File: src/lsuPkg.sv
package lsuPkg;

    localparam int ADDR_W = 16;
    localparam int DATA_W = 32;
    localparam int WAYS = 2;
    localparam int SETS = 8;
    localparam int LINE_WORDS = 4;
    localparam int ID_W = 4;

    localparam int WAY_W = $clog2(WAYS);
    localparam int SET_W = $clog2(SETS);
    localparam int BEAT_W = $clog2(LINE_WORDS);
    // address is {tag, set, beat, byte offset}
    localparam int TAG_W = ADDR_W - SET_W - BEAT_W - 2;
    localparam int LINE_W = TAG_W + SET_W;
    localparam int WADDR_W = ADDR_W - 2;
    localparam int INDEX_W = SET_W + BEAT_W;
    localparam int MASK_W = DATA_W / 8;

    typedef enum logic [1:0] {BYTE, HALF, WORD} ldSize_t;

    typedef enum logic [2:0] {
        IDLE, EVICT, FILL, FLUSH_READ, FLUSH_CHECK, FLUSH_EVICT
    } lsuState_t;

    typedef struct packed {
        logic valid;
        logic [ADDR_W-1:0] addr;
        ldSize_t size;
        logic signExtend;
        logic [ID_W-1:0] id;
    } ldReq_t;

    typedef struct packed {
        logic valid;
        logic fail;
        logic [ID_W-1:0] id;
        logic [DATA_W-1:0] result;
    } ldRes_t;

    typedef struct packed {
        logic valid;
        logic [ADDR_W-1:0] addr;
        logic [DATA_W-1:0] data;
        logic [MASK_W-1:0] wmask;
        logic [ID_W-1:0] id;
    } stReq_t;

    typedef struct packed {
        logic valid;
        logic fail;
        logic [ID_W-1:0] id;
    } stAck_t;

    typedef struct packed {
        logic valid;
        logic dirty;
        logic [TAG_W-1:0] tag;
    } tagEntry_t;

    typedef struct packed {
        logic valid;
        logic [LINE_W-1:0] lineAddr;
    } missReq_t;

    typedef struct packed {
        logic valid;
        logic write;
        logic [WADDR_W-1:0] addr;
        logic [DATA_W-1:0] wdata;
    } memReq_t;

    typedef struct packed {
        logic ack;
        logic [DATA_W-1:0] rdata;
    } memRsp_t;

    function automatic logic [SET_W-1:0] addrSet(logic [ADDR_W-1:0] addr);
        return addr[BEAT_W+2 +: SET_W];
    endfunction

    // word slot of the address inside one way of the data array
    function automatic logic [INDEX_W-1:0] addrIndex(logic [ADDR_W-1:0] addr);
        return addr[2 +: INDEX_W];
    endfunction

    function automatic logic [LINE_W-1:0] addrLine(logic [ADDR_W-1:0] addr);
        return addr[ADDR_W-1 -: LINE_W];
    endfunction

    function automatic logic [WAYS-1:0] wayHits(tagEntry_t [WAYS-1:0] entries,
                                                logic [ADDR_W-1:0] addr);
        logic [WAYS-1:0] hits;
        for (int w = 0; w < WAYS; w++) begin
            hits[w] = entries[w].valid && entries[w].tag == addr[ADDR_W-1 -: TAG_W];
        end
        return hits;
    endfunction

endpackage

File: src/cacheDataArray.sv
`timescale 1ns/1ps

module cacheDataArray (
    input  logic clk,
    input  logic [lsuPkg::INDEX_W-1:0] ldIndex,
    output logic [lsuPkg::WAYS-1:0][lsuPkg::DATA_W-1:0] ldWords,
    input  logic stWe,
    input  logic [lsuPkg::WAY_W-1:0] stWay,
    input  logic [lsuPkg::INDEX_W-1:0] stIndex,
    input  logic [lsuPkg::DATA_W-1:0] stData,
    input  logic [lsuPkg::MASK_W-1:0] stMask,
    input  logic fillWe,
    input  logic [lsuPkg::WAY_W-1:0] fillWay,
    input  logic [lsuPkg::INDEX_W-1:0] fillIndex,
    input  logic [lsuPkg::DATA_W-1:0] fillData,
    input  logic [lsuPkg::WAY_W-1:0] evictWay,
    input  logic [lsuPkg::INDEX_W-1:0] evictIndex,
    output logic [lsuPkg::DATA_W-1:0] evictData
);
    import lsuPkg::*;

    logic [DATA_W-1:0] mem [WAYS][SETS*LINE_WORDS];

    always_ff @(posedge clk) begin
        // both ways read at once, the load pipe selects after the tag compare
        for (int w = 0; w < WAYS; w++) begin
            ldWords[w] <= mem[w][ldIndex];
        end
        for (int b = 0; b < MASK_W; b++) begin
            if (stWe && stMask[b]) begin
                mem[stWay][stIndex][8*b +: 8] <= stData[8*b +: 8];
            end
        end
        if (fillWe) begin
            mem[fillWay][fillIndex] <= fillData;
        end
    end

    assign evictData = mem[evictWay][evictIndex];

    // stores only write with the FSM idle, fills only while it is busy
    singleWritePort: assert property (@(posedge clk) stWe |-> !fillWe);

endmodule

File: src/cacheTagTable.sv
`timescale 1ns/1ps

module cacheTagTable (
    input  logic clk,
    input  logic rst,
    input  logic [lsuPkg::SET_W-1:0] ldSet,
    input  logic [lsuPkg::SET_W-1:0] stSet,
    input  logic [lsuPkg::SET_W-1:0] fsmSet,
    output lsuPkg::tagEntry_t [lsuPkg::WAYS-1:0] ldEntries,
    output lsuPkg::tagEntry_t [lsuPkg::WAYS-1:0] stEntries,
    output lsuPkg::tagEntry_t [lsuPkg::WAYS-1:0] fsmEntries,
    input  logic tagWe,
    input  logic [lsuPkg::WAY_W-1:0] tagWay,
    input  lsuPkg::tagEntry_t tagWdata,
    input  logic [lsuPkg::SET_W-1:0] dirtySet,
    input  logic [lsuPkg::WAY_W-1:0] dirtyWay,
    input  logic dirtyWe
);
    import lsuPkg::*;

    tagEntry_t [WAYS-1:0] entries [SETS];

    always_ff @(posedge clk) begin
        if (rst) begin
            for (int s = 0; s < SETS; s++) begin
                entries[s] <= '0;
            end
        end else begin
            if (tagWe) begin
                entries[fsmSet][tagWay] <= tagWdata;
            end
            if (dirtyWe) begin
                entries[dirtySet][dirtyWay].dirty <= 1'b1;
            end
        end
    end

    // pipelines see the set one cycle after the request is accepted
    always_ff @(posedge clk) begin
        ldEntries <= entries[ldSet];
        stEntries <= entries[stSet];
    end

    // the FSM picks its victim in the cycle a store may dirty that very line,
    // so a dirty update in flight is forwarded
    always_comb begin
        fsmEntries = entries[fsmSet];
        if (dirtyWe && dirtySet == fsmSet) begin
            fsmEntries[dirtyWay].dirty = 1'b1;
        end
    end

    // fill or invalidate never lands on the entry a store is marking dirty
    tagDirtyDisjoint: assert property (@(posedge clk) disable iff (rst)
        tagWe && dirtyWe |-> fsmSet != dirtySet || tagWay != dirtyWay);

endmodule

File: src/loadPipe.sv
`timescale 1ns/1ps

module loadPipe (
    input  logic clk,
    input  logic rst,
    input  lsuPkg::ldReq_t ldReq,
    input  logic accept,
    input  lsuPkg::tagEntry_t [lsuPkg::WAYS-1:0] ldEntries,
    input  logic [lsuPkg::WAYS-1:0][lsuPkg::DATA_W-1:0] ldWords,
    input  logic storeInFlight,
    input  logic fsmIdle,
    output lsuPkg::ldRes_t ldRes,
    output lsuPkg::missReq_t loadMiss
);
    import lsuPkg::*;

    ldReq_t s1Req;
    ldReq_t s2Req;
    logic [WAYS-1:0] hitVec;
    logic [DATA_W-1:0] hitWord;
    logic s1StoreSeen;
    logic s2StoreSeen;
    logic s2Hit;
    logic [DATA_W-1:0] s2Word;
    logic [1:0] byteOff;
    logic [7:0] selByte;
    logic [15:0] selHalf;

    always_ff @(posedge clk) begin
        if (rst) begin
            s1Req.valid <= 1'b0;
            s2Req.valid <= 1'b0;
        end else begin
            s1Req <= ldReq;
            s1Req.valid <= accept;
            s2Req <= s1Req;
        end
    end

    // stage 1: tags and words arrive from the registered reads
    always_comb begin
        hitVec = wayHits(ldEntries, s1Req.addr);
        hitWord = '0;
        for (int w = 0; w < WAYS; w++) begin
            if (hitVec[w]) begin
                hitWord = ldWords[w];
            end
        end
    end

    // a store written while the load is in flight can be missing from the
    // word read at acceptance, so any store seen along the way fails it
    always_ff @(posedge clk) begin
        s1StoreSeen <= storeInFlight;
        s2StoreSeen <= s1StoreSeen || storeInFlight;
        s2Hit <= |hitVec;
        s2Word <= hitWord;
    end

    // stage 2: extract and extend the addressed part
    assign byteOff = s2Req.addr[1:0];
    assign selByte = s2Word[8*byteOff +: 8];
    assign selHalf = s2Word[16*byteOff[1] +: 16];

    always_comb begin
        ldRes.valid = s2Req.valid;
        ldRes.fail = !s2Hit || !fsmIdle || s2StoreSeen || storeInFlight;
        ldRes.id = s2Req.id;
        case (s2Req.size)
            BYTE: ldRes.result = {{(DATA_W-8){s2Req.signExtend && selByte[7]}}, selByte};
            HALF: ldRes.result = {{(DATA_W-16){s2Req.signExtend && selHalf[15]}}, selHalf};
            default: ldRes.result = s2Word;
        endcase
        loadMiss.valid = s2Req.valid && !s2Hit;
        loadMiss.lineAddr = addrLine(s2Req.addr);
    end

    // a line is never resident in two ways
    singleWayHit: assert property (@(posedge clk) disable iff (rst)
        s1Req.valid |-> $onehot0(hitVec));

endmodule

File: src/loadStoreUnit.sv
`timescale 1ns/1ps

module loadStoreUnit (
    input  logic clk,
    input  logic rst,
    input  logic flush,
    input  lsuPkg::ldReq_t ldReq,
    output logic ldStall,
    output lsuPkg::ldRes_t ldRes,
    input  lsuPkg::stReq_t stReq,
    output logic stStall,
    output lsuPkg::stAck_t stAck,
    output lsuPkg::memReq_t memReq,
    input  lsuPkg::memRsp_t memRsp,
    output logic busy
);
    import lsuPkg::*;

    logic ldAccept;
    logic stAccept;
    logic ldStage1;
    logic storeInFlight;
    logic fsmIdle;
    logic flushPending;
    logic pipesEmpty;
    tagEntry_t [WAYS-1:0] ldEntries;
    tagEntry_t [WAYS-1:0] stEntries;
    tagEntry_t [WAYS-1:0] fsmEntries;
    logic [SET_W-1:0] fsmSet;
    logic tagWe;
    logic [WAY_W-1:0] tagWay;
    tagEntry_t tagWdata;
    logic dirtyWe;
    logic [SET_W-1:0] dirtySet;
    logic [WAY_W-1:0] dirtyWay;
    logic [WAYS-1:0][DATA_W-1:0] ldWords;
    logic stWe;
    logic [WAY_W-1:0] stWay;
    logic [INDEX_W-1:0] stIndex;
    logic [DATA_W-1:0] stData;
    logic [MASK_W-1:0] stMask;
    logic fillWe;
    logic [WAY_W-1:0] fillWay;
    logic [INDEX_W-1:0] fillIndex;
    logic [DATA_W-1:0] fillData;
    logic [WAY_W-1:0] evictWay;
    logic [INDEX_W-1:0] evictIndex;
    logic [DATA_W-1:0] evictData;
    missReq_t loadMiss;
    missReq_t storeMiss;

    // new work waits for a running transfer or a pending flush
    assign ldStall = !fsmIdle || flushPending;
    // single write port, one store in the pipe at a time
    assign stStall = ldStall || storeInFlight;
    assign ldAccept = ldReq.valid && !ldStall;
    assign stAccept = stReq.valid && !stStall;

    // load in stage 1; stage 2 shows up as ldRes.valid
    always_ff @(posedge clk) begin
        if (rst) begin
            ldStage1 <= 1'b0;
        end else begin
            ldStage1 <= ldAccept;
        end
    end

    assign pipesEmpty = !ldStage1 && !ldRes.valid && !storeInFlight;
    assign busy = !pipesEmpty || flushPending || !fsmIdle;

    cacheTagTable u_tagTable (
        .clk(clk), .rst(rst),
        .ldSet(addrSet(ldReq.addr)), .stSet(addrSet(stReq.addr)), .fsmSet(fsmSet),
        .ldEntries(ldEntries), .stEntries(stEntries), .fsmEntries(fsmEntries),
        .tagWe(tagWe), .tagWay(tagWay), .tagWdata(tagWdata),
        .dirtySet(dirtySet), .dirtyWay(dirtyWay), .dirtyWe(dirtyWe)
    );

    cacheDataArray u_dataArray (
        .clk(clk),
        .ldIndex(addrIndex(ldReq.addr)), .ldWords(ldWords),
        .stWe(stWe), .stWay(stWay), .stIndex(stIndex), .stData(stData), .stMask(stMask),
        .fillWe(fillWe), .fillWay(fillWay), .fillIndex(fillIndex), .fillData(fillData),
        .evictWay(evictWay), .evictIndex(evictIndex), .evictData(evictData)
    );

    loadPipe u_loadPipe (
        .clk(clk), .rst(rst),
        .ldReq(ldReq), .accept(ldAccept),
        .ldEntries(ldEntries), .ldWords(ldWords),
        .storeInFlight(storeInFlight), .fsmIdle(fsmIdle),
        .ldRes(ldRes), .loadMiss(loadMiss)
    );

    storePipe u_storePipe (
        .clk(clk), .rst(rst),
        .stReq(stReq), .accept(stAccept),
        .stEntries(stEntries), .fsmIdle(fsmIdle),
        .stAck(stAck), .storeInFlight(storeInFlight),
        .stWe(stWe), .stWay(stWay), .stIndex(stIndex), .stData(stData), .stMask(stMask),
        .dirtyWe(dirtyWe), .dirtySet(dirtySet), .dirtyWay(dirtyWay),
        .storeMiss(storeMiss)
    );

    transferFsm u_transferFsm (
        .clk(clk), .rst(rst),
        .flush(flush), .pipesEmpty(pipesEmpty),
        .loadMiss(loadMiss), .storeMiss(storeMiss),
        .fsmEntries(fsmEntries), .fsmSet(fsmSet),
        .tagWe(tagWe), .tagWay(tagWay), .tagWdata(tagWdata),
        .evictData(evictData), .evictWay(evictWay), .evictIndex(evictIndex),
        .fillWe(fillWe), .fillWay(fillWay), .fillIndex(fillIndex), .fillData(fillData),
        .memReq(memReq), .memRsp(memRsp),
        .fsmIdle(fsmIdle), .flushPending(flushPending)
    );

endmodule

File: src/storePipe.sv
`timescale 1ns/1ps

module storePipe (
    input  logic clk,
    input  logic rst,
    input  lsuPkg::stReq_t stReq,
    input  logic accept,
    input  lsuPkg::tagEntry_t [lsuPkg::WAYS-1:0] stEntries,
    input  logic fsmIdle,
    output lsuPkg::stAck_t stAck,
    output logic storeInFlight,
    output logic stWe,
    output logic [lsuPkg::WAY_W-1:0] stWay,
    output logic [lsuPkg::INDEX_W-1:0] stIndex,
    output logic [lsuPkg::DATA_W-1:0] stData,
    output logic [lsuPkg::MASK_W-1:0] stMask,
    output logic dirtyWe,
    output logic [lsuPkg::SET_W-1:0] dirtySet,
    output logic [lsuPkg::WAY_W-1:0] dirtyWay,
    output lsuPkg::missReq_t storeMiss
);
    import lsuPkg::*;

    stReq_t s1Req;
    stReq_t s2Req;
    logic [WAYS-1:0] hitVec;
    logic [WAY_W-1:0] hitWay;
    logic s2Hit;
    logic [WAY_W-1:0] s2Way;
    logic doWrite;

    always_ff @(posedge clk) begin
        if (rst) begin
            s1Req.valid <= 1'b0;
            s2Req.valid <= 1'b0;
        end else begin
            s1Req <= stReq;
            s1Req.valid <= accept;
            s2Req <= s1Req;
        end
    end

    always_comb begin
        hitVec = wayHits(stEntries, s1Req.addr);
        hitWay = '0;
        for (int w = 0; w < WAYS; w++) begin
            if (hitVec[w]) begin
                hitWay = WAY_W'(w);
            end
        end
    end

    always_ff @(posedge clk) begin
        s2Hit <= |hitVec;
        s2Way <= hitWay;
    end

    assign storeInFlight = s1Req.valid || s2Req.valid;

    // stage 2 writes only on a hit while no transfer is running
    assign doWrite = s2Req.valid && s2Hit && fsmIdle;

    always_comb begin
        stAck.valid = s2Req.valid;
        stAck.fail = !s2Hit || !fsmIdle;
        stAck.id = s2Req.id;
        stWe = doWrite;
        stWay = s2Way;
        stIndex = addrIndex(s2Req.addr);
        stData = s2Req.data;
        stMask = s2Req.wmask;
        dirtyWe = doWrite;
        dirtySet = addrSet(s2Req.addr);
        dirtyWay = s2Way;
        storeMiss.valid = s2Req.valid && !s2Hit;
        storeMiss.lineAddr = addrLine(s2Req.addr);
    end

endmodule

File: src/transferCounter.sv
`timescale 1ns/1ps

module transferCounter (
    input  logic clk,
    input  logic rst,
    input  logic clearBeat,
    input  logic beatAck,
    output logic [lsuPkg::BEAT_W-1:0] beatIdx,
    output logic lastBeat,
    input  logic clearFlush,
    input  logic flushStep,
    output logic [lsuPkg::SET_W-1:0] flushSet,
    output logic [lsuPkg::WAY_W-1:0] flushWay,
    output logic flushDone
);
    import lsuPkg::*;

    // beat count wraps to zero after the last word of a line
    always_ff @(posedge clk) begin
        if (rst || clearBeat) begin
            beatIdx <= '0;
        end else if (beatAck) begin
            beatIdx <= beatIdx + 1'b1;
        end
    end

    assign lastBeat = beatIdx == BEAT_W'(LINE_WORDS - 1);

    // way is the low part, so all ways of a set go before the next set
    always_ff @(posedge clk) begin
        if (rst || clearFlush) begin
            {flushSet, flushWay} <= '0;
            flushDone <= 1'b0;
        end else if (flushStep) begin
            {flushSet, flushWay} <= {flushSet, flushWay} + 1'b1;
            if (&{flushSet, flushWay}) begin
                flushDone <= 1'b1;
            end
        end
    end

endmodule

File: src/transferFsm.sv
`timescale 1ns/1ps

module transferFsm (
    input  logic clk,
    input  logic rst,
    input  logic flush,
    input  logic pipesEmpty,
    input  lsuPkg::missReq_t loadMiss,
    input  lsuPkg::missReq_t storeMiss,
    input  lsuPkg::tagEntry_t [lsuPkg::WAYS-1:0] fsmEntries,
    output logic [lsuPkg::SET_W-1:0] fsmSet,
    output logic tagWe,
    output logic [lsuPkg::WAY_W-1:0] tagWay,
    output lsuPkg::tagEntry_t tagWdata,
    input  logic [lsuPkg::DATA_W-1:0] evictData,
    output logic [lsuPkg::WAY_W-1:0] evictWay,
    output logic [lsuPkg::INDEX_W-1:0] evictIndex,
    output logic fillWe,
    output logic [lsuPkg::WAY_W-1:0] fillWay,
    output logic [lsuPkg::INDEX_W-1:0] fillIndex,
    output logic [lsuPkg::DATA_W-1:0] fillData,
    output lsuPkg::memReq_t memReq,
    input  lsuPkg::memRsp_t memRsp,
    output logic fsmIdle,
    output logic flushPending
);
    import lsuPkg::*;

    lsuState_t state;
    missReq_t miss;
    tagEntry_t victimEntry;
    logic [LINE_W-1:0] curLine;
    logic [TAG_W-1:0] victimTag;
    logic victimDirty;
    logic [WAY_W-1:0] victimWay;
    logic [WAY_W-1:0] rrWay;
    logic [BEAT_W-1:0] beatIdx;
    logic lastBeat;
    logic beatAck;
    logic lineDone;
    logic flushStep;
    logic flushDone;
    logic [SET_W-1:0] flushSet;
    logic [WAY_W-1:0] flushWay;

    // the load's miss wins when both pipes miss together
    assign miss = loadMiss.valid ? loadMiss : storeMiss;

    always_comb begin
        case (state)
            IDLE: fsmSet = miss.lineAddr[SET_W-1:0];
            EVICT, FILL: fsmSet = curLine[SET_W-1:0];
            default: fsmSet = flushSet;
        endcase
    end

    assign victimEntry = fsmEntries[(state == IDLE) ? rrWay : flushWay];
    assign beatAck = memReq.valid && memRsp.ack;
    assign lineDone = beatAck && lastBeat;
    assign flushStep = (state == FLUSH_CHECK && !victimDirty)
                    || (state == FLUSH_EVICT && lineDone);

    always_ff @(posedge clk) begin
        if (rst) begin
            state <= IDLE;
            rrWay <= '0;
            flushPending <= 1'b0;
        end else begin
            if (flush) begin
                flushPending <= 1'b1;
            end
            case (state)
                IDLE: begin
                    if (miss.valid) begin
                        rrWay <= rrWay + 1'b1;
                        // a clean or empty victim goes straight to the fill
                        state <= (victimEntry.valid && victimEntry.dirty) ? EVICT : FILL;
                    end else if (flushPending && pipesEmpty) begin
                        flushPending <= 1'b0;
                        state <= FLUSH_READ;
                    end
                end
                EVICT: state <= lineDone ? FILL : EVICT;
                FILL: state <= lineDone ? IDLE : FILL;
                FLUSH_READ: state <= flushDone ? IDLE : FLUSH_CHECK;
                FLUSH_CHECK: state <= victimDirty ? FLUSH_EVICT : FLUSH_READ;
                FLUSH_EVICT: state <= lineDone ? FLUSH_READ : FLUSH_EVICT;
                default: state <= IDLE;
            endcase
        end
    end

    // victim details, captured where the entry is looked at
    always_ff @(posedge clk) begin
        if (state == IDLE) begin
            curLine <= miss.lineAddr;
            victimWay <= rrWay;
            victimTag <= victimEntry.tag;
        end else if (state == FLUSH_READ) begin
            victimWay <= flushWay;
            victimTag <= victimEntry.tag;
            victimDirty <= victimEntry.valid && victimEntry.dirty;
        end
    end

    transferCounter u_transferCounter (
        .clk(clk), .rst(rst),
        .clearBeat(state == IDLE || state == FLUSH_CHECK), .beatAck(beatAck),
        .beatIdx(beatIdx), .lastBeat(lastBeat),
        .clearFlush(state == IDLE), .flushStep(flushStep),
        .flushSet(flushSet), .flushWay(flushWay), .flushDone(flushDone)
    );

    always_comb begin
        // new line lands clean; flush clears the entry
        tagWe = flushStep || (state == FILL && lineDone);
        tagWay = victimWay;
        tagWdata.valid = state == FILL;
        tagWdata.dirty = 1'b0;
        tagWdata.tag = curLine[LINE_W-1 -: TAG_W];

        evictWay = victimWay;
        evictIndex = {fsmSet, beatIdx};
        fillWe = state == FILL && beatAck;
        fillWay = victimWay;
        fillIndex = {fsmSet, beatIdx};
        fillData = memRsp.rdata;

        memReq.valid = state == EVICT || state == FILL || state == FLUSH_EVICT;
        memReq.write = state != FILL;
        memReq.addr = (state == FILL) ? {curLine, beatIdx} : {victimTag, fsmSet, beatIdx};
        memReq.wdata = memReq.write ? evictData : '0;
    end

    assign fsmIdle = state == IDLE;

    // request is held unchanged until the memory takes the word
    memReqHeld: assert property (@(posedge clk) disable iff (rst)
        memReq.valid && !memRsp.ack |=> $stable(memReq));

endmodule
File: config.mk
export PLATFORM = sky130hd
export DESIGN_NAME = loadStoreUnit
export DESIGN_NICKNAME = d
export VERILOG_FILES = /design/src/lsuPkg.sv /design/src/cacheDataArray.sv /design/src/cacheTagTable.sv /design/src/loadPipe.sv /design/src/loadStoreUnit.sv /design/src/storePipe.sv /design/src/transferCounter.sv /design/src/transferFsm.sv
export SDC_FILE = /design/constraint.sdc
export NUM_CORES = 2
export LEC_CHECK = 0
export BUFFER_PORTS_ARGS = -buffer_cell sky130_fd_sc_hd__buf_2
export CORE_MARGIN = 2
export CORE_UTILIZATION = 40
export CTS_CLUSTER_DIAMETER = 80
export DETAILED_ROUTE_END_ITERATION = 8
export PLACE_DENSITY = 0.52
export SLEW_MARGIN = 20
export SYNTH_ARGS = -nofsm -noshare
export SYNTH_HDL_FRONTEND = slang
export SYNTH_SLANG_ARGS = --single-unit
File: constraint.sdc
create_clock -name clk -period 9.8 [get_ports clk]
set_input_delay 0 -clock clk [delete_from_list [all_inputs] [get_ports clk]]
set_output_delay 0 -clock clk [all_outputs]
set_load 0.02 [all_outputs]
* Yosys cells after proc, flatten, opt, wreduce, memory -nomap -nowiden
Memory sizes are Yosys's and may differ from the RTL's. A register that Yosys moved wholly into a read port is not among the register bits.
Index checks and enable logic that the tools add are counted.
W data, S select, Z words.
** Word-level totals
- Register bits after elaboration :: 298
- Bits in writable memories :: 2224
- Bits of input ports :: 117
- Logic and storage cells :: 6369
- Memories kept :: 2
** Memories
- u_dataArray.mem :: depth 2, bits a word 1024, rd ports 3, clocked after memory_dff 1, wr ports 1, RTL line cacheDataArray.sv:22 : logic [DATA_W-1:0] mem [WAYS][SETS*LINE_WORDS];
- u_tagTable.entries :: depth 8, bits a word 22, rd ports 3, clocked after memory_dff 2, wr ports 8, RTL line cacheTagTable.sv:21 : tagEntry_t [WAYS-1:0] entries [SETS];
** Cells by class
- Add/subtract/negate cells :: 3
- Order comparisons :: 10
- Equality and inequality tests :: 14
- Shift-type cells :: 2
- Multiplexer cells :: 3153
- Bitwise operators :: 3076
- Reductions and logical operators :: 70
** Operator list (number)
- $mux W1024 :: 7
- $mux W1 :: 3093
- $or A1 B1 Y1 :: 3072
- $reduce_or A1024 Y1 :: 1
- $demux W32 S5 :: 5
- $bmux W32 S5 :: 3
- $mux W32 :: 11
- $mux W22 :: 7
- $pmux W32 S2 :: 1
- $reduce_or A22 Y1 :: 2
- $eq A9 B9 Y1 :: 4
- $mux W11 :: 3
- $shiftx A32 B6 Y16 :: 1
- $shiftx A32 B6 Y8 :: 1
- $logic_and A1 B1 Y1 :: 31
- $mux W24 :: 1
- $bwmux W22 :: 1
- $demux W11 S1 :: 2
- $mux W3 :: 7
- $ge A6 B6 Y1 const B :: 3
- $mux W9 :: 2
- $not A5 Y6 :: 3
- $pmux W3 S6 :: 1
- $logic_or A1 B1 Y1 :: 17
- 29 further kinds :: 49

* Longest topological paths before layout
- Depth in word-level cells :: 14
- Gate-level depth with buffers :: 16
- Gate-level depth less buffers :: 9

* Cells and area by module
A second synthesis with hierarchy kept.
** Unflattened totals
- Cells, all modules :: 10135
- Area total of the unflattened synthesis :: 144618.7 µm²
** Modules (own cells, without submodules)
- cacheDataArray :: instances 1, cells an instance 8493, area each 122168.4 µm², sequential area each 62780.2 µm²
- cacheTagTable :: instances 1, cells an instance 815, area each 12265.5 µm², sequential area each 6005.8 µm²
- loadPipe :: instances 1, cells an instance 397, area each 3943.8 µm², sequential area each 2001.9 µm²
- storePipe :: instances 1, cells an instance 152, area each 3641.0 µm², sequential area each 3323.2 µm²
- transferFsm :: instances 1, cells an instance 242, area each 2220.9 µm², sequential area each 790.8 µm²
- transferCounter :: instances 1, cells an instance 27, area each 290.3 µm², sequential area each 140.1 µm²
- loadStoreUnit :: instances 1, cells an instance 9, area each 88.8 µm², sequential area each 20.0 µm²

* Least setup slack after synthesis
OpenSTA, ideal clock, no wires.
- Path kind :: input to register
- From :: in rst
- To :: mem u_tagTable.entries[5][11] (netlist name), enable pin
- Setup time :: 0.680 ns
- Arrival :: 5.687 ns
- Data required time :: 9.120 ns
- Slack :: 3.433 ns
- Stages :: 3
- Cell sequence :: inv_2 -> clkbuf_1 -> nand2_1
** RTL lines
- start: declaration :: RTL line loadStoreUnit.sv:5 : input logic rst,
- end: declaration :: RTL line cacheTagTable.sv:21

==> run summary <==
Outcome = finished clean
Synthesized cell area = 117000 sq um
PwrDens = 245 nW/um^2
Worst Setup SP = u_transferFsm.state[1]
Die width = 545 microns
Core area = 291000 sq um
Design Area, Final = 134000 sq um
Vias per inst = 6.26
Number of flops mapped to enable cells by yosys = 2397
GRT overflow = 0
Clock sink count = 2555
Die ar. = 297000 sq um
RSZ-0062 raised after global routing = no
Most common cell on crit path = buf_4
GRT Resource Usage Total = 26.6%
Pin count of the biggest net entering global routing = 128
Post-route ant nets = 0
Final WL = 402000 microns
Worst-path fanout max = 33
Crit-path cells = or3_1, clkinv_2, a221oi_4, buf_4, inv_1, buf_4, nor3_4, buf_4, buf_4, a22oi_1, nand4_1, a211oi_1, buf_2
I/O Buffers = 209
Boundary Pins = 212
Final hold vios = 0
Synth cell count leaders = edfxtp_1, mux4_2, nor2_1
WP data arrival = 6450 ps
Post-synth top flop = edfxtp_1
Cell family with most CP delay = buffers and inverters
Crit path time final = 6450 ps
Cell with the most instances after synthesis = edfxtp_1
First-pass GRT wire length = 554000 microns
Highest-delay cell along the critical path = dfxtp_1
Area after DPL = 123000 sq um
Via Count = 67715
Worst IR Drop VDD = 0.204 mV
CP Launch Type = flip-flop
CTS resizes = 0
Reg area = 75200 sq um
Yosys reg bits = 2555
Drt first pass iters = 8
Setup TNS = 0 ps
CTS HTree Levels = 5
Relative slew slack = 14.4%
Post-synth top area share = 61.4%
Vias in the first global route = 67802
Crit path largest cell delay = 640 ps
Reg-to-Reg Start = u_transferFsm.state[1]
Hold_buf cts = 170
Seq/Total Area, Yosys = 64.1%
Tcrit/Tclk final = 65.8%
Synth async-reset ratio = 0%
Number of buffers inserted by post-CTS setup repair = 0
Library cells used by synthesis = 71
CTS buffer count = 290
Synthesized area per cell = 18.6 sq um
Lkg Pwr = 43.7 nW
Critical path type = flip-flop to output port
Ratio of cells with drive above 1 in the final layout = 32.7%
Placer Congestion = 0.909
Critical Path RT = 9800 ps
Multi-input gate area = 40100 sq um
Clk_lat worst skew = 920 ps
Syn nets = 6419
Hpwl dp = 262000 microns
Min-Delay Startpoint = memRsp[1]
Fmax achieved = 0.155 GHz
DR WL/cell = 37.2 microns
Die height = 545 microns
Fillers = 24800
Maxcap violations = 0
Kind of end point of the critical path = output port
Final setup fails = 0
# DRC = 0
Worst-path clk slew = 60 ps
Worst path bufs/invs = 7
Leading area contributor after synthesis = edfxtp_1
Initial DRC Count = 8718
CTS max path bufs = 4
Root Driver = clkbuf_16
TritonCTS clock tree = built
Slew Limit Fails = 0
Largest cells by area after synthesis = edfxtp_1, mux4_2, dfxtp_1
Initial Util = 40.2%
Cells after synthesis = 6297
Layout Skew = 36.9 ps
Rows = 198
Worst hold-check path type = input port to flip-flop
Initial antenna violation count = 30
Nets = 6757
Syn-to-layout area delta = 14.4%
Worst slew pin tran = 1280 ps
Synth Warn # = 0
-- through the flow --
step           hold slack [ps]  cells  utilization [%]  power (mW)  setup WS (ps)
4_1_cts                  0.735  10775             46.0        33.0           3360
2_1_floorplan             71.6   6297                -        18.2           3430
6_report                  37.8  10813             46.0        32.9           3350
5_1_grt                   54.8  10805             46.0        33.8           3060
3_5_place_dp               178  10073             42.2        22.1           3670
3_3_place_gp               176  10071             42.1        22.0           3650
-- tightest hold or removal path: stages --
cell and delay (ps):
buf_2 100, mux2_2 250, buf_4 270
-- state kept, by name, indices dropped and copies added (netlist names), 2 cells and up, named ones only --
register / count
u_dataArray.ldWords: 64
u_dataArray.mem: 2048
u_loadPipe.byteOff: 2
u_loadPipe.ldRes: 5
u_loadPipe.loadMiss: 12
u_loadPipe.s1Req: 22
u_loadPipe.s2Req: 3
u_loadPipe.s2Word: 32
u_storePipe.dirtySet: 3
u_storePipe.s1Req: 55
u_storePipe.stAck: 5
u_storePipe.stData: 32
u_storePipe.stIndex: 2
u_storePipe.stMask: 4
u_storePipe.storeMiss: 9
u_tagTable.entries: 176
u_tagTable.ldEntries: 20
u_tagTable.stEntries: 20
u_transferFsm.curLine: 12
u_transferFsm.state: 3
u_transferFsm.u_transferCounter.beatIdx: 2
u_transferFsm.u_transferCounter.flushSet: 3
u_transferFsm.victimTag: 9
-- report_power, final --
part           switching (mW)  internal (mW)
Clock                    4.64           6.29
Sequential              0.194           12.9
Combinational            6.06           2.79
-- area by class of cell --
type	instances	share of cell area, %
clock buffer	360	5.77
multi-input combinational	3222	29.9
sequential	2555	56.1
tap	3900	3.64
inverter	15	0.0551
antenna	38	0.0710
clock inverter	172	1.27
timing repair buffer	551	3.22
-- cells in the final DEF, fill, tap and decap left out, types with 32 or more instances in the layout --
master	synthesis	routed
a21oi_1	187	179
diode_2	0	38
a22oi_1	95	95
mux4_2	1233	1233
nand4_1	39	39
mux2i_1	247	245
dlygate4sd3_1	0	170
o21ai_0	79	71
buf_4	20	154
nand2_1	365	364
clkbuf_16	0	295
a22o_1	32	32
mux2_2	150	150
a211oi_1	36	35
nand3_1	63	63
clkinv_2	1	55
clkbuf_1	301	55
xnor2_1	35	35
dfxtp_1	158	155
edfxtp_1	2397	2397
clkinv_1	1	53
buf_2	44	204
nor2_1	501	491
-- final timing paths --
path	end	slack (ps)	depth (start not counted)
setup / recovery	memReq[0]	3350	13
hold / removal	u_dataArray.mem[0][993]	40	3
setup reg to reg	u_dataArray.mem[0][319]	3460	11
hold reg to reg	u_storePipe.stData[2]	400	0
-- cells by family after synthesis --
| group | after synthesis | share of synthesized area [%] |
|---|---|---|
| simple gates | 1051 | 3.74 |
| mux | 1631 | 27.3 |
| buf+inv | 520 | 1.78 |
| flops | 2555 | 64.1 |
| compound gates | 491 | 2.68 |
| xor+xnor | 44 | 0.329 |
| fa+ha+maj | 5 | 0.0534 |
-- metal layers --
metal	vias up	wire, microns	GRT usage [%]
met3	587	33700	4.91
met1	36812	159000	36.0
met5	-	252	0.417
met2	3315	195000	43.4
met4	14	14500	8.78
li1	26987	-	-
Power figures use the tool's default switching activity.
